[src/common/iso14443a_pkg.sv]
// shared types for the type A card receive path
// sequence kinds, per stage payload structs and bit timing constants
`default_nettype none

package iso14443a_pkg;

    // ========================================================================
    // timing
    // ========================================================================

    // clk cycles in one bit period when the top level does not override it
    localparam int DEFAULT_BIT_TICKS = 16;

    // data bits in a byte, the odd parity bit follows them on the air
    localparam int BYTE_BITS = 8;

    // ========================================================================
    // modified Miller sequences
    // ========================================================================

    // X has the pause in the second half, Z in the first half, Y has none
    // a pause in both halves can not come from a legal encoder
    typedef enum logic [1:0] {
        SEQ_X   = 2'd0,
        SEQ_Y   = 2'd1,
        SEQ_Z   = 2'd2,
        SEQ_ERR = 2'd3
    } seq_t;

    // one classified bit period, valid pulses for a single cycle
    typedef struct packed {
        logic valid;
        seq_t kind;
    } rx_seq_t;

    // ========================================================================
    // decoded stream and frame events
    // ========================================================================

    // output of the frame decoder, value only means something with valid
    typedef struct packed {
        logic valid;
        logic soc;
        logic eoc;
        logic sequence_error;
        logic value;
    } rx_bit_t;

    // one event towards the rest of the card
    // data_bits is 0 for a whole byte and 1 to 7 for the partial byte at eoc
    typedef struct packed {
        logic       soc;
        logic       eoc;
        logic       sequence_error;
        logic       parity_error;
        logic       data_valid;
        logic [2:0] data_bits;
        logic [7:0] data;
    } frame_event_t;

endpackage

`default_nettype wire
[src/design/iso14443a_rx_top.sv]
// top level of the type A receive path
// pause sampler, Miller decoder, byte assembler and event checker in a chain
`default_nettype none
`timescale 1ns/1ps

module iso14443a_rx_top #(
    parameter int bit_ticks = iso14443a_pkg::DEFAULT_BIT_TICKS
) (
    input  logic                        clk,
    input  logic                        reset,
    input  logic                        pause,
    output iso14443a_pkg::frame_event_t frame_event,
    output logic                        protocol_fault
);

    iso14443a_pkg::rx_seq_t seq;
    iso14443a_pkg::rx_bit_t bits;

    // only the sampler needs the bit period length
    sequence_detect #(
        .bit_ticks (bit_ticks)
    ) u_sequence_detect (
        .clk   (clk),
        .reset (reset),
        .pause (pause),
        .seq   (seq)
    );

    frame_decode u_frame_decode (
        .clk   (clk),
        .reset (reset),
        .seq   (seq),
        .bits  (bits)
    );

    rx_byte_assembler u_rx_byte_assembler (
        .clk         (clk),
        .reset       (reset),
        .bits        (bits),
        .frame_event (frame_event)
    );

    // watches the same events that leave the top level
    frame_event_checker u_frame_event_checker (
        .clk            (clk),
        .reset          (reset),
        .frame_event    (frame_event),
        .protocol_fault (protocol_fault)
    );

endmodule

`default_nettype wire

[src/frame_decode/frame_event_checker.sv]
// rule checker on the frame event stream
// raises a sticky protocol fault on any illegal event or ordering
`default_nettype none
`timescale 1ns/1ps

module frame_event_checker (
    input  logic                        clk,
    input  logic                        reset,
    input  iso14443a_pkg::frame_event_t frame_event,
    output logic                        protocol_fault
);

    logic [4:0] flags;
    logic [4:0] flags_q;
    logic       frame_open;
    logic       fault_now;

    // returns 0 when the flags of one event contradict each other
    function automatic logic is_legal(input iso14443a_pkg::frame_event_t e);
        logic ok;
        ok = 1'b1;
        if (e.soc && (e.eoc || e.sequence_error || e.parity_error || e.data_valid)) begin
            ok = 1'b0;
        end
        if (e.soc && (e.data_bits != 3'd0)) begin
            ok = 1'b0;
        end
        if (e.sequence_error && (e.parity_error || e.data_valid)) begin
            ok = 1'b0;
        end
        // a parity error belongs to a whole byte and never rides on eoc
        if (e.parity_error && (e.data_valid || e.eoc)) begin
            ok = 1'b0;
        end
        // data goes with a bit count exactly when it rides on eoc
        if (e.data_valid && (e.eoc != (e.data_bits != 3'd0))) begin
            ok = 1'b0;
        end
        return ok;
    endfunction

    assign flags = {frame_event.soc, frame_event.eoc, frame_event.sequence_error,
                    frame_event.parity_error, frame_event.data_valid};

    assign fault_now = !is_legal(frame_event)
                     || ((flags & flags_q) != 5'd0)
                     || (!frame_open && (frame_event.eoc || frame_event.data_valid
                                         || frame_event.parity_error))
                     || (frame_open && frame_event.soc);

    always_ff @(posedge clk) begin
        if (reset) begin
            flags_q        <= '0;
            frame_open     <= 1'b0;
            protocol_fault <= 1'b0;
        end else begin
            flags_q        <= flags;
            protocol_fault <= protocol_fault | fault_now;
            if (frame_event.soc) begin
                frame_open <= 1'b1;
            end else if (frame_event.eoc || frame_event.sequence_error) begin
                frame_open <= 1'b0;
            end
        end
    end

    // every flag from the assembler is a single cycle pulse
    for (genvar i = 0; i < 5; i++) begin : g_one_tick
        a_one_tick: assert property (
            @(posedge clk) disable iff (reset) flags[i] |=> !flags[i]
        ) else $error("event flag %0d high for more than one cycle", i);
    end

    a_quiet_in_reset: assert property (
        @(posedge clk) reset |=> (flags == 5'd0)
    ) else $error("event flags set during reset");

endmodule

`default_nettype wire

[src/frame_decode/rx_byte_assembler.sv]
// byte assembler with odd parity check
// issues whole bytes, parity errors and the partial byte at eoc
`default_nettype none
`timescale 1ns/1ps

module rx_byte_assembler (
    input  logic                        clk,
    input  logic                        reset,
    input  iso14443a_pkg::rx_bit_t      bits,
    output iso14443a_pkg::frame_event_t frame_event
);

    localparam logic [3:0] full_count = 4'(iso14443a_pkg::BYTE_BITS);

    // byte under construction, bits land at their own index, lsb first
    logic [7:0] shift;

    // data bits collected so far, reaches 8 when the parity bit is due
    logic [3:0] count;

    // xor of the data bits received in this byte
    logic       parity;

    always_ff @(posedge clk) begin
        if (bits.valid && (count != full_count)) begin
            shift[count[2:0]] <= bits.value;
        end
    end

    always_ff @(posedge clk) begin
        if (reset) begin
            count       <= '0;
            parity      <= 1'b0;
            frame_event <= '0;
        end else begin
            frame_event      <= '0;
            frame_event.data <= shift;
            if (bits.soc || bits.sequence_error) begin
                frame_event.soc            <= bits.soc;
                frame_event.sequence_error <= bits.sequence_error;
                count                      <= '0;
                parity                     <= 1'b0;
            end else if (bits.eoc) begin
                frame_event.eoc <= 1'b1;
                // eight bits with no parity after them can not be a legal end
                if (count == full_count) begin
                    frame_event.sequence_error <= 1'b1;
                end else if (count != '0) begin
                    frame_event.data_valid <= 1'b1;
                    frame_event.data_bits  <= count[2:0];
                end
                count  <= '0;
                parity <= 1'b0;
            end else if (bits.valid) begin
                if (count == full_count) begin
                    // odd parity, so data plus parity bit must xor to 1
                    if (parity ^ bits.value) begin
                        frame_event.data_valid <= 1'b1;
                    end else begin
                        frame_event.parity_error <= 1'b1;
                    end
                    count  <= '0;
                    parity <= 1'b0;
                end else begin
                    count  <= count + 1'b1;
                    parity <= parity ^ bits.value;
                end
            end
        end
    end

    // a partial byte answers an eoc from the decoder that carries no data bit of its own
    a_partial_only_at_eoc: assert property (
        @(posedge clk) disable iff (reset)
        (frame_event.data_bits != 3'd0) |-> (frame_event.eoc && $past(bits.eoc && !bits.valid))
    ) else $error("data_bits set without a bare eoc from the decoder");

endmodule

`default_nettype wire

[src/frame_decode/frame_decode.sv]
// Miller sequence to frame bit decoder
// produces soc, eoc, sequence_error and data bits delayed by one sequence
`default_nettype none
`timescale 1ns/1ps

module frame_decode (
    input  logic                   clk,
    input  logic                   reset,
    input  iso14443a_pkg::rx_seq_t seq,
    output iso14443a_pkg::rx_bit_t bits
);

    // the state also remembers the value of the last decoded bit
    // because the legal sequence for a 0 depends on it
    typedef enum logic [1:0] {
        idle,
        in_frame_last_one,
        in_frame_last_zero
    } state_t;

    state_t state;

    // set while a decoded bit is held back, clear straight after soc
    // since the start bit is not data
    logic pending;

    always_ff @(posedge clk) begin
        if (reset) begin
            state   <= idle;
            pending <= 1'b0;
            bits    <= '0;
        end else begin
            bits <= '0;
            if (seq.valid) begin
                // the held bit matches the state, so its value comes from there
                bits.value <= (state == in_frame_last_one);
                case (state)
                    idle: begin
                        // only a Z opens a frame, anything else is line noise
                        if (seq.kind == iso14443a_pkg::SEQ_Z) begin
                            bits.soc <= 1'b1;
                            pending  <= 1'b0;
                            state    <= in_frame_last_zero;
                        end
                    end
                    in_frame_last_one: begin
                        case (seq.kind)
                            iso14443a_pkg::SEQ_X: begin
                                bits.valid <= 1'b1;
                            end
                            iso14443a_pkg::SEQ_Y: begin
                                bits.valid <= 1'b1;
                                state      <= in_frame_last_zero;
                            end
                            default: begin
                                // Z can never follow a 1 in modified Miller
                                bits.sequence_error <= 1'b1;
                                pending             <= 1'b0;
                                state               <= idle;
                            end
                        endcase
                    end
                    in_frame_last_zero: begin
                        case (seq.kind)
                            iso14443a_pkg::SEQ_X: begin
                                bits.valid <= pending;
                                pending    <= 1'b1;
                                state      <= in_frame_last_one;
                            end
                            iso14443a_pkg::SEQ_Z: begin
                                bits.valid <= pending;
                                pending    <= 1'b1;
                            end
                            iso14443a_pkg::SEQ_Y: begin
                                // end of communication, the held 0 was the marker
                                bits.eoc <= 1'b1;
                                pending  <= 1'b0;
                                state    <= idle;
                            end
                            default: begin
                                bits.sequence_error <= 1'b1;
                                pending             <= 1'b0;
                                state               <= idle;
                            end
                        endcase
                    end
                    default: begin
                        state <= idle;
                    end
                endcase
            end
        end
    end

endmodule

`default_nettype wire

[src/design/sequence_detect.sv]
// bit period tracker for the sampled pause input
// classifies each period as an X, Y or Z sequence or as illegal
`default_nettype none
`timescale 1ns/1ps

module sequence_detect #(
    parameter int bit_ticks = iso14443a_pkg::DEFAULT_BIT_TICKS
) (
    input  logic                   clk,
    input  logic                   reset,
    input  logic                   pause,
    output iso14443a_pkg::rx_seq_t seq
);

    localparam int phase_w = $clog2(bit_ticks);
    localparam logic [phase_w-1:0] last_phase = phase_w'(bit_ticks - 1);
    localparam logic [phase_w-1:0] half_phase = phase_w'(bit_ticks / 2);

    // idle waits for the first pause, which is always the Z of the SOC
    typedef enum logic {
        idle,
        tracking
    } state_t;

    state_t                state;
    logic [phase_w-1:0]    phase;
    logic                  first_half;
    logic                  second_half;
    logic                  y_seen;
    logic                  pause_first;
    logic                  pause_second;
    iso14443a_pkg::seq_t   period_kind;

    // include the current sample so the last cycle of a period counts too
    assign pause_first  = first_half | (pause && (phase < half_phase));
    assign pause_second = second_half | (pause && (phase >= half_phase));

    always_comb begin
        if (pause_first && pause_second) begin
            period_kind = iso14443a_pkg::SEQ_ERR;
        end else if (pause_first) begin
            period_kind = iso14443a_pkg::SEQ_Z;
        end else if (pause_second) begin
            period_kind = iso14443a_pkg::SEQ_X;
        end else begin
            period_kind = iso14443a_pkg::SEQ_Y;
        end
    end

    always_ff @(posedge clk) begin
        if (reset) begin
            state       <= idle;
            phase       <= '0;
            first_half  <= 1'b0;
            second_half <= 1'b0;
            y_seen      <= 1'b0;
            seq         <= '0;
        end else begin
            seq.valid <= 1'b0;
            case (state)
                idle: begin
                    // the pause cycle itself is phase 0 of the first period
                    if (pause) begin
                        state       <= tracking;
                        phase       <= phase_w'(1);
                        first_half  <= 1'b1;
                        second_half <= 1'b0;
                        y_seen      <= 1'b0;
                    end
                end
                tracking: begin
                    if (phase == last_phase) begin
                        seq.valid   <= 1'b1;
                        seq.kind    <= period_kind;
                        phase       <= '0;
                        first_half  <= 1'b0;
                        second_half <= 1'b0;
                        y_seen      <= (period_kind == iso14443a_pkg::SEQ_Y);
                        // a second Y in a row means the field went quiet
                        if (y_seen && (period_kind == iso14443a_pkg::SEQ_Y)) begin
                            state <= idle;
                        end
                    end else begin
                        phase       <= phase + 1'b1;
                        first_half  <= pause_first;
                        second_half <= pause_second;
                    end
                end
                default: begin
                    state <= idle;
                end
            endcase
        end
    end

endmodule

`default_nettype wire

[config.mk]
export PLATFORM = sky130hd
export DESIGN_NAME = iso14443a_rx_top
export DESIGN_NICKNAME = d
export VERILOG_FILES = /design/src/common/iso14443a_pkg.sv /design/src/design/iso14443a_rx_top.sv /design/src/frame_decode/frame_event_checker.sv /design/src/frame_decode/rx_byte_assembler.sv /design/src/frame_decode/frame_decode.sv /design/src/design/sequence_detect.sv
export SDC_FILE = /design/constraint.sdc
export NUM_CORES = 1
export LEC_CHECK = 0
export BUFFER_PORTS_ARGS = -buffer_cell sky130_fd_sc_hd__buf_2
export CAP_MARGIN = 30
export CORE_ASPECT_RATIO = 1.5
export CORE_UTILIZATION = 55
export DETAILED_ROUTE_END_ITERATION = 6
export GPL_TIMING_DRIVEN = 0
export HOLD_SLACK_MARGIN = 0.1
export PLACE_DENSITY = 0.78
export SLEW_MARGIN = 10
export SYNTH_ARGS = -nofsm -noshare
export SYNTH_HDL_FRONTEND = slang
export SYNTH_SLANG_ARGS = --single-unit
export TNS_END_PERCENT = 10
[constraint.sdc]
create_clock -name clk -period 1.9 [get_ports clk]
set_input_delay 0 -clock clk [delete_from_list [all_inputs] [get_ports clk]]
set_output_delay 0 -clock clk [all_outputs]
set_load 0.02 [all_outputs]
==> results_dict.tcl, run 1 <==
set metrics [dict create \
    layout_min_cycle_time_ns 1.69 \
    rsz0062_at_grt "no" \
    edff_count_synth 8 \
    num_io_pins 20 \
    die-height_um 79.0 \
    final_ant_viol_nets 0 \
    finalHoldViolations 0 \
    finalWirelength_um 3690 \
    cp.required_ns 2.13 \
    timing.final.max_slew_violations 0 \
    core-area_um2 3720 \
    yosys_warnings 0 \
    seq_area_um2 1180 \
    first_pass_detailed_route_iteration_total 4 \
    setup-tns-final_ns 0 \
    multiInputGateArea_um2 888 \
    worstSetupEndpointType "register" \
    layout_common_cells "47 x sky130_fd_sc_hd__dfxtp_1, 21 x sky130_fd_sc_hd__buf_2, 20 x sky130_fd_sc_hd__a21oi_1, 19 x sky130_fd_sc_hd__nor2_1, 16 x sky130_fd_sc_hd__nor2b_1" \
    postSynthNetCount 234 \
    power-per-cell-area_nw_per_um2 791 \
    timing.max_slew.rel_slack 0.656 \
    clock-skew-final_ns 0.00892 \
    total_leakage_power_nw 0.998 \
    synth.avg_cell_area_um2 9.84 \
    grt_pass1_wl_um 6150 \
    outcome "finished, final reports clean" \
    gpl.final_weighted_congestion 0.869 \
    worst_slew_pin_slew_ns 0.516 \
    syn-cell-area_um2 2170 \
    areaGrowthSynthToFinish_pct 12.2 \
    post_synthesis_cell_count 221 \
    die_area_um2 4210 \
    worst_reg2reg_setup_slack_ns 0.21 \
    ys_seq_area_frac 0.543 \
    clock_path_buffers 2 \
    postSynthRegisterBits 55 \
    count_of_standard_cell_rows 27 \
    worst_path_most_repeated_cell "sky130_fd_sc_hd__a21oi_1" \
    grt_pass1_vias 1423 \
    highest_ir_drop_seen_on_vdd_mv 0.634 \
    vias 1611 \
    grt_max_degree 17 \
    global_route.usage.total 0.202 \
    maxCapViolCount 0 \
    final_core_utilization 0.657 \
    fp.dieW_um 53.3 \
    worst_path_max_delay_cell "sky130_fd_sc_hd__or4_1" \
    synth-async-reset-ratio 0 \
    hold_path_class "reg -> reg" \
    layout.cells.most_common "sky130_fd_sc_hd__dfxtp_1" \
    clk-insertion-delay-late_ns 0.30 \
    cts.reportedPaths.clkPinSlew_ns 0.09 \
    crit_path_start_kind "register" \
    fin_crit_sh 0.892 \
    share_of_layout_cells_above_drive_strength_1 0.133 \
    worstPathMaxFanout 5 \
    post-route-drc-count 0 \
    setup_viol 0 \
    tritoncts "done" \
    final_standard_cell_area_without_fillers_um2 2440 \
    grt_antenna_before_repair 0 \
    drtIter0Drc 23 \
    wire_per_inst_um 12.6 \
    cts.repair.resized 0 \
    portBuffers 18 \
    insertedDiodeCount 0 \
    cp_num_buf_inv 1 \
    filler_cell_count 329 \
    achievable-frequency_mhz 590 \
    start_util 0.585 \
    postPlaceCellArea_um2 2320 \
    clkSinkCount 55 \
    finalHoldWorstSlack_ns 0.442 \
    nets 261 \
    synth_cell_type_count 40 \
    synth_ff_type "sky130_fd_sc_hd__dfxtp_1" \
    worst_path_dominant_cell_family "simple AND/OR/NAND/NOR gates" \
    drt-vias-per-instance 5.52 \
    max_stage_delay_ns 0.48 \
    cts_htree_levels 2 \
    hpwlAfterDp_um 2720 \
    critical_path_class "reg -> reg" \
    cp.arrival_ns 1.92 \
    total_congestion_overflow_after_global_routing 0 \
    timing.critical_path.cells "inv_1 > ha_1 > nor3b_2 > a21oi_1 > or4_1 > a21oi_1" \
    clock_tree.root_cell "sky130_fd_sc_hd__clkbuf_8" \
    cts_inserted_buffers 5 \
]
## report_power, final
part	leakage [nW]	internal (mW)	switching, mW
clock	0.0506	0.342	0.344
combinational	0.476	0.0213	0.0355
sequential	0.471	1.18	0.00486
total	0.998	1.54	0.385
## per-stage QoR
stage                     setup WS, ns  power [mW]  cells
after detailed placement         0.223        1.27    282
after CTS                        0.194        1.95    292
after global placement           0.246        1.27    282
final                            0.206        1.93    292
after global routing             0.116        2.00    292
after floorplan                  0.367        1.25    221
## kinds of logic after synthesis
kind of cell,share of synthesized area
AND/OR/NAND/NOR,0.200
flip-flops,0.543
AO/OA/AOI/OAI,0.130
buffers and inverters,0.0483
adder cells (fa/ha/maj),0.0575
XOR/XNOR,0.0121
multiplexers,0.00921
## layout make-up
| cell class | instances | share of cell area |
|---|---|---|
| multi-input cells | 143 | 0.364 |
| repair buffers | 20 | 0.0451 |
| flip-flops and latches | 55 | 0.484 |
| plain buffers | 8 | 0.0200 |
| well taps | 43 | 0.0221 |
| clock buffers | 8 | 0.0415 |
| inverters | 15 | 0.0231 |
## repair_timing
| action | in CTS | in global routing |
|---|---|---|
| setup buffers | 0 | 0 |
| hold buffers | 2 | 0 |
| endpoints found under the hold margin | 11 | 0 |
## final timing paths
path	start	endpoint	depth (start not counted)
min reg2reg	u_rx_byte_assembler.shift[2]	u_rx_byte_assembler.frame_event[2]	1
min	u_rx_byte_assembler.shift[2]	u_rx_byte_assembler.frame_event[2]	1
max reg2reg	u_frame_decode.state[0]	u_frame_decode.state[1]	6
max	u_frame_decode.state[0]	u_frame_decode.state[1]	6
## Yosys cell counts, types with 3 or more instances
master	instances	area share
sky130_fd_sc_hd__nand2_1	12	0.021
sky130_fd_sc_hd__buf_2	3	0.0069
sky130_fd_sc_hd__nand3_1	6	0.014
sky130_fd_sc_hd__inv_1	14	0.024
sky130_fd_sc_hd__clkbuf_1	3	0.0052
sky130_fd_sc_hd__nor2_1	19	0.033
sky130_fd_sc_hd__xnor2_1	3	0.012
sky130_fd_sc_hd__o21ai_0	7	0.016
sky130_fd_sc_hd__a21oi_1	20	0.046
sky130_fd_sc_hd__edfxtp_1	8	0.11
sky130_fd_sc_hd__a211oi_1	5	0.017
sky130_fd_sc_hd__ha_1	10	0.058
sky130_fd_sc_hd__dfxtp_1	47	0.43
sky130_fd_sc_hd__nor3_1	15	0.035
sky130_fd_sc_hd__and2_1	3	0.0086
sky130_fd_sc_hd__nor2b_1	16	0.046
## metal layers
| layer | global-route usage | share of wire | routed length, um | vias to the layer above |
|---|---|---|---|---|
| met1 | 0.208 | 0.40 | 1480 | 751 |
| li1 | - | - | - | 816 |
| met4 | 0.105 | 0.030 | 110 | 0 |
| met5 | 0 | 0 | 0 | - |
| met2 | 0.359 | 0.53 | 1970 | 33 |
| met3 | 0.0479 | 0.035 | 129 | 11 |
## flip-flops by register name (all words and copies together), names as in the netlist
register                              count
u_rx_byte_assembler.parity                1
u_frame_decode.pending                    1
u_rx_byte_assembler.shift                 8
u_sequence_detect.first_half              1
u_rx_byte_assembler.frame_event          16
u_frame_event_checker.flags_q             5
u_rx_byte_assembler.count                 4
u_frame_event_checker.frame_open          1
u_sequence_detect.y_seen                  1
u_sequence_detect.state                   1
u_sequence_detect.seq                     3
u_frame_decode.state                      2
u_frame_event_checker.protocol_fault      1
u_sequence_detect.phase                   4
u_sequence_detect.second_half             1
u_frame_decode.bits                       5
Note: power is estimated with default switching activity, not from simulation.
==> run 2, diff against run 1 <==
- CAP_MARGIN: 30 -> 20
- CELL_PAD_IN_SITES_DETAIL_PLACEMENT: unset -> 0
- CELL_PAD_IN_SITES_GLOBAL_PLACEMENT: unset -> 2
- CORE_UTILIZATION: 55 -> 37
- PLACE_DENSITY: 0.78 -> 0.81
==> results_dict.tcl, run 2 (synthesis results as in run 1) <==
set metrics [dict create \
    outcome "finished, final reports clean" \
    largest_reg_flops 16 \
    final_standard_cell_area_without_fillers_um2 2480 \
    r2r-end "u_frame_decode.state[1]" \
    grt_pass1_vias 1528 \
    timing.critical_path.cells "inv_1 > ha_1 > nor3b_2 > a21oi_1 > or4_1 > a21oi_1" \
    nets 261 \
    finalHoldViolations 0 \
    hold_start "u_rx_byte_assembler.shift[6]" \
    final_ant_viol_nets 0 \
    hold_path_class "reg -> reg" \
    cts.repair.resized 0 \
    layout_common_cells "47 x sky130_fd_sc_hd__dfxtp_1, 21 x sky130_fd_sc_hd__buf_2, 20 x sky130_fd_sc_hd__a21oi_1, 19 x sky130_fd_sc_hd__nor2_1, 16 x sky130_fd_sc_hd__nor2b_1" \
    rsz0062_at_grt "no" \
    total_congestion_overflow_after_global_routing 0 \
    hold_end "u_rx_byte_assembler.frame_event[6]" \
    gpl.final_weighted_congestion 0.698 \
    timing.final.max_slew_violations 0 \
    finalWorstSetupSlack_ns 0.195 \
    critical_path_class "reg -> reg" \
    tritoncts "done" \
    seq_area_um2 1180 \
    grt_pass1_wl_um 6990 \
    first_pass_detailed_route_iteration_total 4 \
    areaGrowthSynthToFinish_pct 14.1 \
    filler_cell_count 570 \
    cts_htree_levels 2 \
    global_route.usage.total 0.147 \
    core-area_um2 5570 \
    clk-insertion-delay-late_ns 0.31 \
    share_of_layout_cells_above_drive_strength_1 0.137 \
    finalHoldWorstSlack_ns 0.451 \
    power_report.internal_total_mw 1.60 \
    p_sw_frac 0.208 \
    power_frac_seq 0.588 \
    finalWirelength_um 4020 \
    worst_slew_pin_slew_ns 0.557 \
    setup-tns-final_ns 0 \
    drt-vias-per-instance 4.92 \
    clock_path_buffers 2 \
    pwr-share-clk 0.383 \
    clkSinkCount 55 \
    place_worst_setup_slack_ns 0.239 \
    maxCapViolCount 0 \
    timing.max_slew.rel_slack 0.628 \
    combinationalPowerShare 0.029 \
    power-per-cell-area_nw_per_um2 813 \
    worstSetupEndpointType "register" \
    grt_antenna_before_repair 0 \
    crit_path_start_kind "register" \
    drtIter0Drc 60 \
    worst_path_most_repeated_cell "sky130_fd_sc_hd__a21oi_1" \
    layout.cells.most_common "sky130_fd_sc_hd__dfxtp_1" \
    wire_per_inst_um 12.6 \
    worst_reg2reg_setup_slack_ns 0.19 \
    total_leakage_power_nw 1.00 \
    multiInputGateArea_um2 888 \
    cp.required_ns 2.14 \
    cts_inserted_buffers 5 \
    fp.dieW_um 64.6 \
    highest_ir_drop_seen_on_vdd_mv 0.379 \
    layout_min_cycle_time_ns 1.71 \
    hpwlAfterDp_um 2860 \
    fin_crit_sh 0.897 \
    num_io_pins 20 \
    die-height_um 95.9 \
    clock_tree.root_cell "sky130_fd_sc_hd__clkbuf_8" \
    achievable-frequency_mhz 586 \
    layout.cells.non_filler 319 \
    die_area_um2 6190 \
    insertedDiodeCount 0 \
    cp.arrival_ns 1.94 \
    netSwitchingPower_mw 0.419 \
    r2r_start "u_frame_decode.state[0]" \
    portBuffers 18 \
    cts.reportedPaths.clkPinSlew_ns 0.10 \
    hold_path_depth 1 \
    most_flops_register "u_rx_byte_assembler.frame_event" \
    grt_max_degree 18 \
    count_of_standard_cell_rows 33 \
    post-route-drc-count 0 \
    vias 1568 \
    start_util 0.390 \
    setup_viol 0 \
    worst_path_max_delay_cell "sky130_fd_sc_hd__or4_1" \
    clock-skew-final_ns 0.00888 \
    max_stage_delay_ns 0.48 \
    worstPathMaxFanout 5 \
    reg2reg_depth 6 \
    postPlaceCellArea_um2 2350 \
    numPlacedInstances 309 \
]
==> run 2: metal layers <==
metal	routed length, um	vias up	GRT usage
met3	116	6	0.0249
met2	2080	30	0.282
met1	1750	722	0.154
met4	73	0	0.0611
met5	0	-	0
li1	-	810	-
==> run 2: power groups by stage <==
stage,combinational (mW),clock [mW],sequential [mW]
finish,0.0580,0.773,1.19
global route,0.0656,0.838,1.19
CTS,0.0592,0.798,1.19
detailed placement,0.0558,0,1.21
global placement,0.0553,0,1.21
floorplan,0.0386,0,1.21
==> run 2: critical path: cells and delay by family (launching register included) <==
family          cells  cell delay [ns]
simple gates        2             0.64
flops               1             0.42
fa+ha+maj           1             0.26
compound gates      2             0.22
buf+inv             1             0.09
==> run 2: worst max-delay path by stage <==
stage	slack, ns	cells past startpoint	to	start
floorplan	0.37	6	u_frame_decode.state[1]	u_frame_decode.state[0]
global placement	0.22	6	u_frame_decode.state[1]	u_frame_decode.state[0]
detailed placement	0.24	6	u_frame_decode.state[1]	u_frame_decode.state[0]
CTS	0.20	6	u_frame_decode.state[1]	u_frame_decode.state[0]
global route	0.09	5	u_sequence_detect.seq[1]	u_sequence_detect.phase[0]
finish	0.19	6	u_frame_decode.state[1]	u_frame_decode.state[0]
==> run 2: final cells by class <==
cell class	count	share of cell area
sequential	55	0.476
tap	70	0.0353
inverter	15	0.0227
clock buffer	6	0.0292
multi-input combinational	143	0.358
timing repair buffer	20	0.0444
buffer	8	0.0197
clock inverter	2	0.0146
==> run 2: through the flow <==
step / power [mW] / util
global placement: 1.27 / 0.422
floorplan: 1.25 / -
global route: 2.09 / 0.445
finish: 2.02 / 0.445
CTS: 2.04 / 0.445
detailed placement: 1.27 / 0.422
==> run 2: what timing repair did <==
item | 4_1_cts | 5_1_grt
setup buffers | 0 | 0
hold buffers | 2 | 0
endpoints found under the hold margin | 11 | 0
==> run 3, diff against run 2 <==
- CORE_UTILIZATION: 37 -> 39
- CTS_BUF_LIST: unset -> sky130_fd_sc_hd__clkbuf_4
- PLACE_DENSITY: 0.81 -> 0.84
==> results_dict.tcl, run 3 (synthesis results as in run 1) <==
set metrics [dict create \
    outcome "finished, final reports clean" \
    cts_inserted_buffers 5 \
    power_report.internal_total_mw 1.48 \
    multiInputGateArea_um2 888 \
    finalWirelength_um 3890 \
    setup.worst_path.start "u_frame_decode.state[0]" \
    areaGrowthSynthToFinish_pct 12.7 \
    drt-vias-per-instance 4.95 \
    crit_path_end "u_frame_decode.state[1]" \
    share_of_layout_cells_above_drive_strength_1 0.137 \
    core-area_um2 5250 \
    die_area_um2 5880 \
    portBuffers 18 \
    gpl.final_weighted_congestion 0.724 \
    grt_pass1_vias 1494 \
    cts.reportedPaths.clkPinSlew_ns 0.17 \
    postPlaceCellArea_um2 2350 \
    vias 1568 \
    tritoncts "done" \
    global_route.usage.total 0.149 \
    reg2reg_depth 6 \
    layout_min_cycle_time_ns 1.71 \
    hold_path_class "in -> reg" \
    cts_htree_levels 2 \
    seq_area_um2 1180 \
    final_ant_viol_nets 0 \
    worst_path_dominant_cell_family "simple AND/OR/NAND/NOR gates" \
    setup_viol 0 \
    finalHoldWorstSlack_ns 0.353 \
    grt_pass1_wl_um 6740 \
    drtIter0Drc 70 \
    num_io_pins 20 \
    clk-insertion-delay-late_ns 0.39 \
    hpwlAfterDp_um 2830 \
    r2r_start "u_frame_decode.state[0]" \
    grt_antenna_before_repair 0 \
    post-route-drc-count 0 \
    fp.dieW_um 63.0 \
    max_stage_delay_ns 0.48 \
    layout_common_cells "47 x sky130_fd_sc_hd__dfxtp_1, 21 x sky130_fd_sc_hd__buf_2, 20 x sky130_fd_sc_hd__a21oi_1, 19 x sky130_fd_sc_hd__nor2_1, 16 x sky130_fd_sc_hd__nor2b_1" \
    worstPathMaxFanout 5 \
    path_depth 6 \
    finalHoldViolations 0 \
    start_util 0.415 \
    critical_path_class "reg -> reg" \
    filler_cell_count 534 \
    cp.required_ns 2.21 \
    hold_start "reset" \
    netSwitchingPower_mw 0.411 \
    worstSetupEndpointType "register" \
    grt_max_degree 18 \
    timing.critical_path.cells "inv_1 > ha_1 > nor3b_2 > a21oi_1 > or4_1 > a21oi_1" \
    largest_reg_flops 16 \
    clock-skew-final_ns 0.0201 \
    highest_ir_drop_seen_on_vdd_mv 0.568 \
    cp.arrival_ns 2.02 \
    worst_path_max_delay_cell "sky130_fd_sc_hd__or4_1" \
    layout.cells.most_common "sky130_fd_sc_hd__dfxtp_1" \
    combinationalPowerShare 0.030 \
    rsz0062_at_grt "no" \
    timing.max_slew.rel_slack 0.637 \
    achievable-frequency_mhz 586 \
    cts_setup_buffers 0 \
    timing.final.max_slew_violations 0 \
    nets 261 \
    worst_path_most_repeated_cell "sky130_fd_sc_hd__a21oi_1" \
    first_pass_detailed_route_iteration_total 4 \
    insertedDiodeCount 0 \
    p_sw_frac 0.217 \
    clock_tree.root_cell "sky130_fd_sc_hd__clkbuf_4" \
    worst_reg2reg_setup_slack_ns 0.19 \
    r2r-end "u_frame_decode.state[1]" \
    clock_path_buffers 2 \
    crit_path_start_kind "register" \
    clkSinkCount 55 \
    power-per-cell-area_nw_per_um2 774 \
    count_of_standard_cell_rows 32 \
    final_standard_cell_area_without_fillers_um2 2450 \
    most_flops_register "u_rx_byte_assembler.frame_event" \
    power_frac_seq 0.627 \
    worst_slew_pin_slew_ns 0.543 \
    cp_num_buf_inv 1 \
    pwr-share-clk 0.342 \
    setup-tns-final_ns 0 \
    fin_crit_sh 0.899 \
    die-height_um 93.5 \
    wire_per_inst_um 12.3 \
    maxCapViolCount 0 \
    total_leakage_power_nw 0.990 \
    total_congestion_overflow_after_global_routing 0 \
]
[run 3: metrics by stage]
step	power, mW	instances	worst slack, ns	util
2_1_floorplan	1.25	221	0.367	-
3_3_place_gp	1.27	307	0.221	0.448
3_5_place_dp	1.27	307	0.216	0.448
4_1_cts	1.92	317	0.180	0.467
5_1_grt	1.98	317	0.0681	0.467
6_report	1.89	317	0.192	0.467
[run 3: power by group through the flow]
stage                     registers (mW)  clock network (mW)  logic [mW]
after global routing                1.19               0.721      0.0641
after detailed placement            1.21                   0      0.0555
after global placement              1.21                   0      0.0552
after floorplan                     1.21                   0      0.0386
final                               1.19               0.649      0.0575
after CTS                           1.19               0.668      0.0590
[run 3: tightest hold or removal path, stage by stage]
cell	delay, ns
sky130_fd_sc_hd__dlygate4sd3_1	0.54
sky130_fd_sc_hd__buf_6	0.13
sky130_fd_sc_hd__nor2b_1	0.04
[run 3: per-layer routing]
layer	up-vias	share of wire	GRT usage
li1	813	-	-
met1	721	0.42	0.161
met2	26	0.52	0.270
met3	8	0.028	0.0329
met4	0	0.026	0.0717
met5	-	0	0
[run 3: how the worst min path moves through the flow]
stage	cells past startpoint	endpoint
3_5_place_dp	2	u_rx_byte_assembler.frame_event[15]
5_1_grt	3	u_rx_byte_assembler.frame_event[15]
3_3_place_gp	2	u_rx_byte_assembler.frame_event[15]
4_1_cts	3	u_rx_byte_assembler.frame_event[15]
6_report	3	u_rx_byte_assembler.frame_event[15]
2_1_floorplan	2	u_sequence_detect.second_half
[run 3: what timing repair did]
item	4_1_cts	5_1_grt
hold buffers	2	0
endpoints found under the hold margin	17	0
resized for setup	0	0
[run 3: area by class of cell]
cell class                 instances  area share
sequential                        55       0.482
multi-input combinational        143       0.363
clock inverter                     3      0.0174
timing repair buffer              20      0.0449
buffer                             8      0.0199
clock buffer                       5      0.0153
tap                               68      0.0347
inverter                          15      0.0230
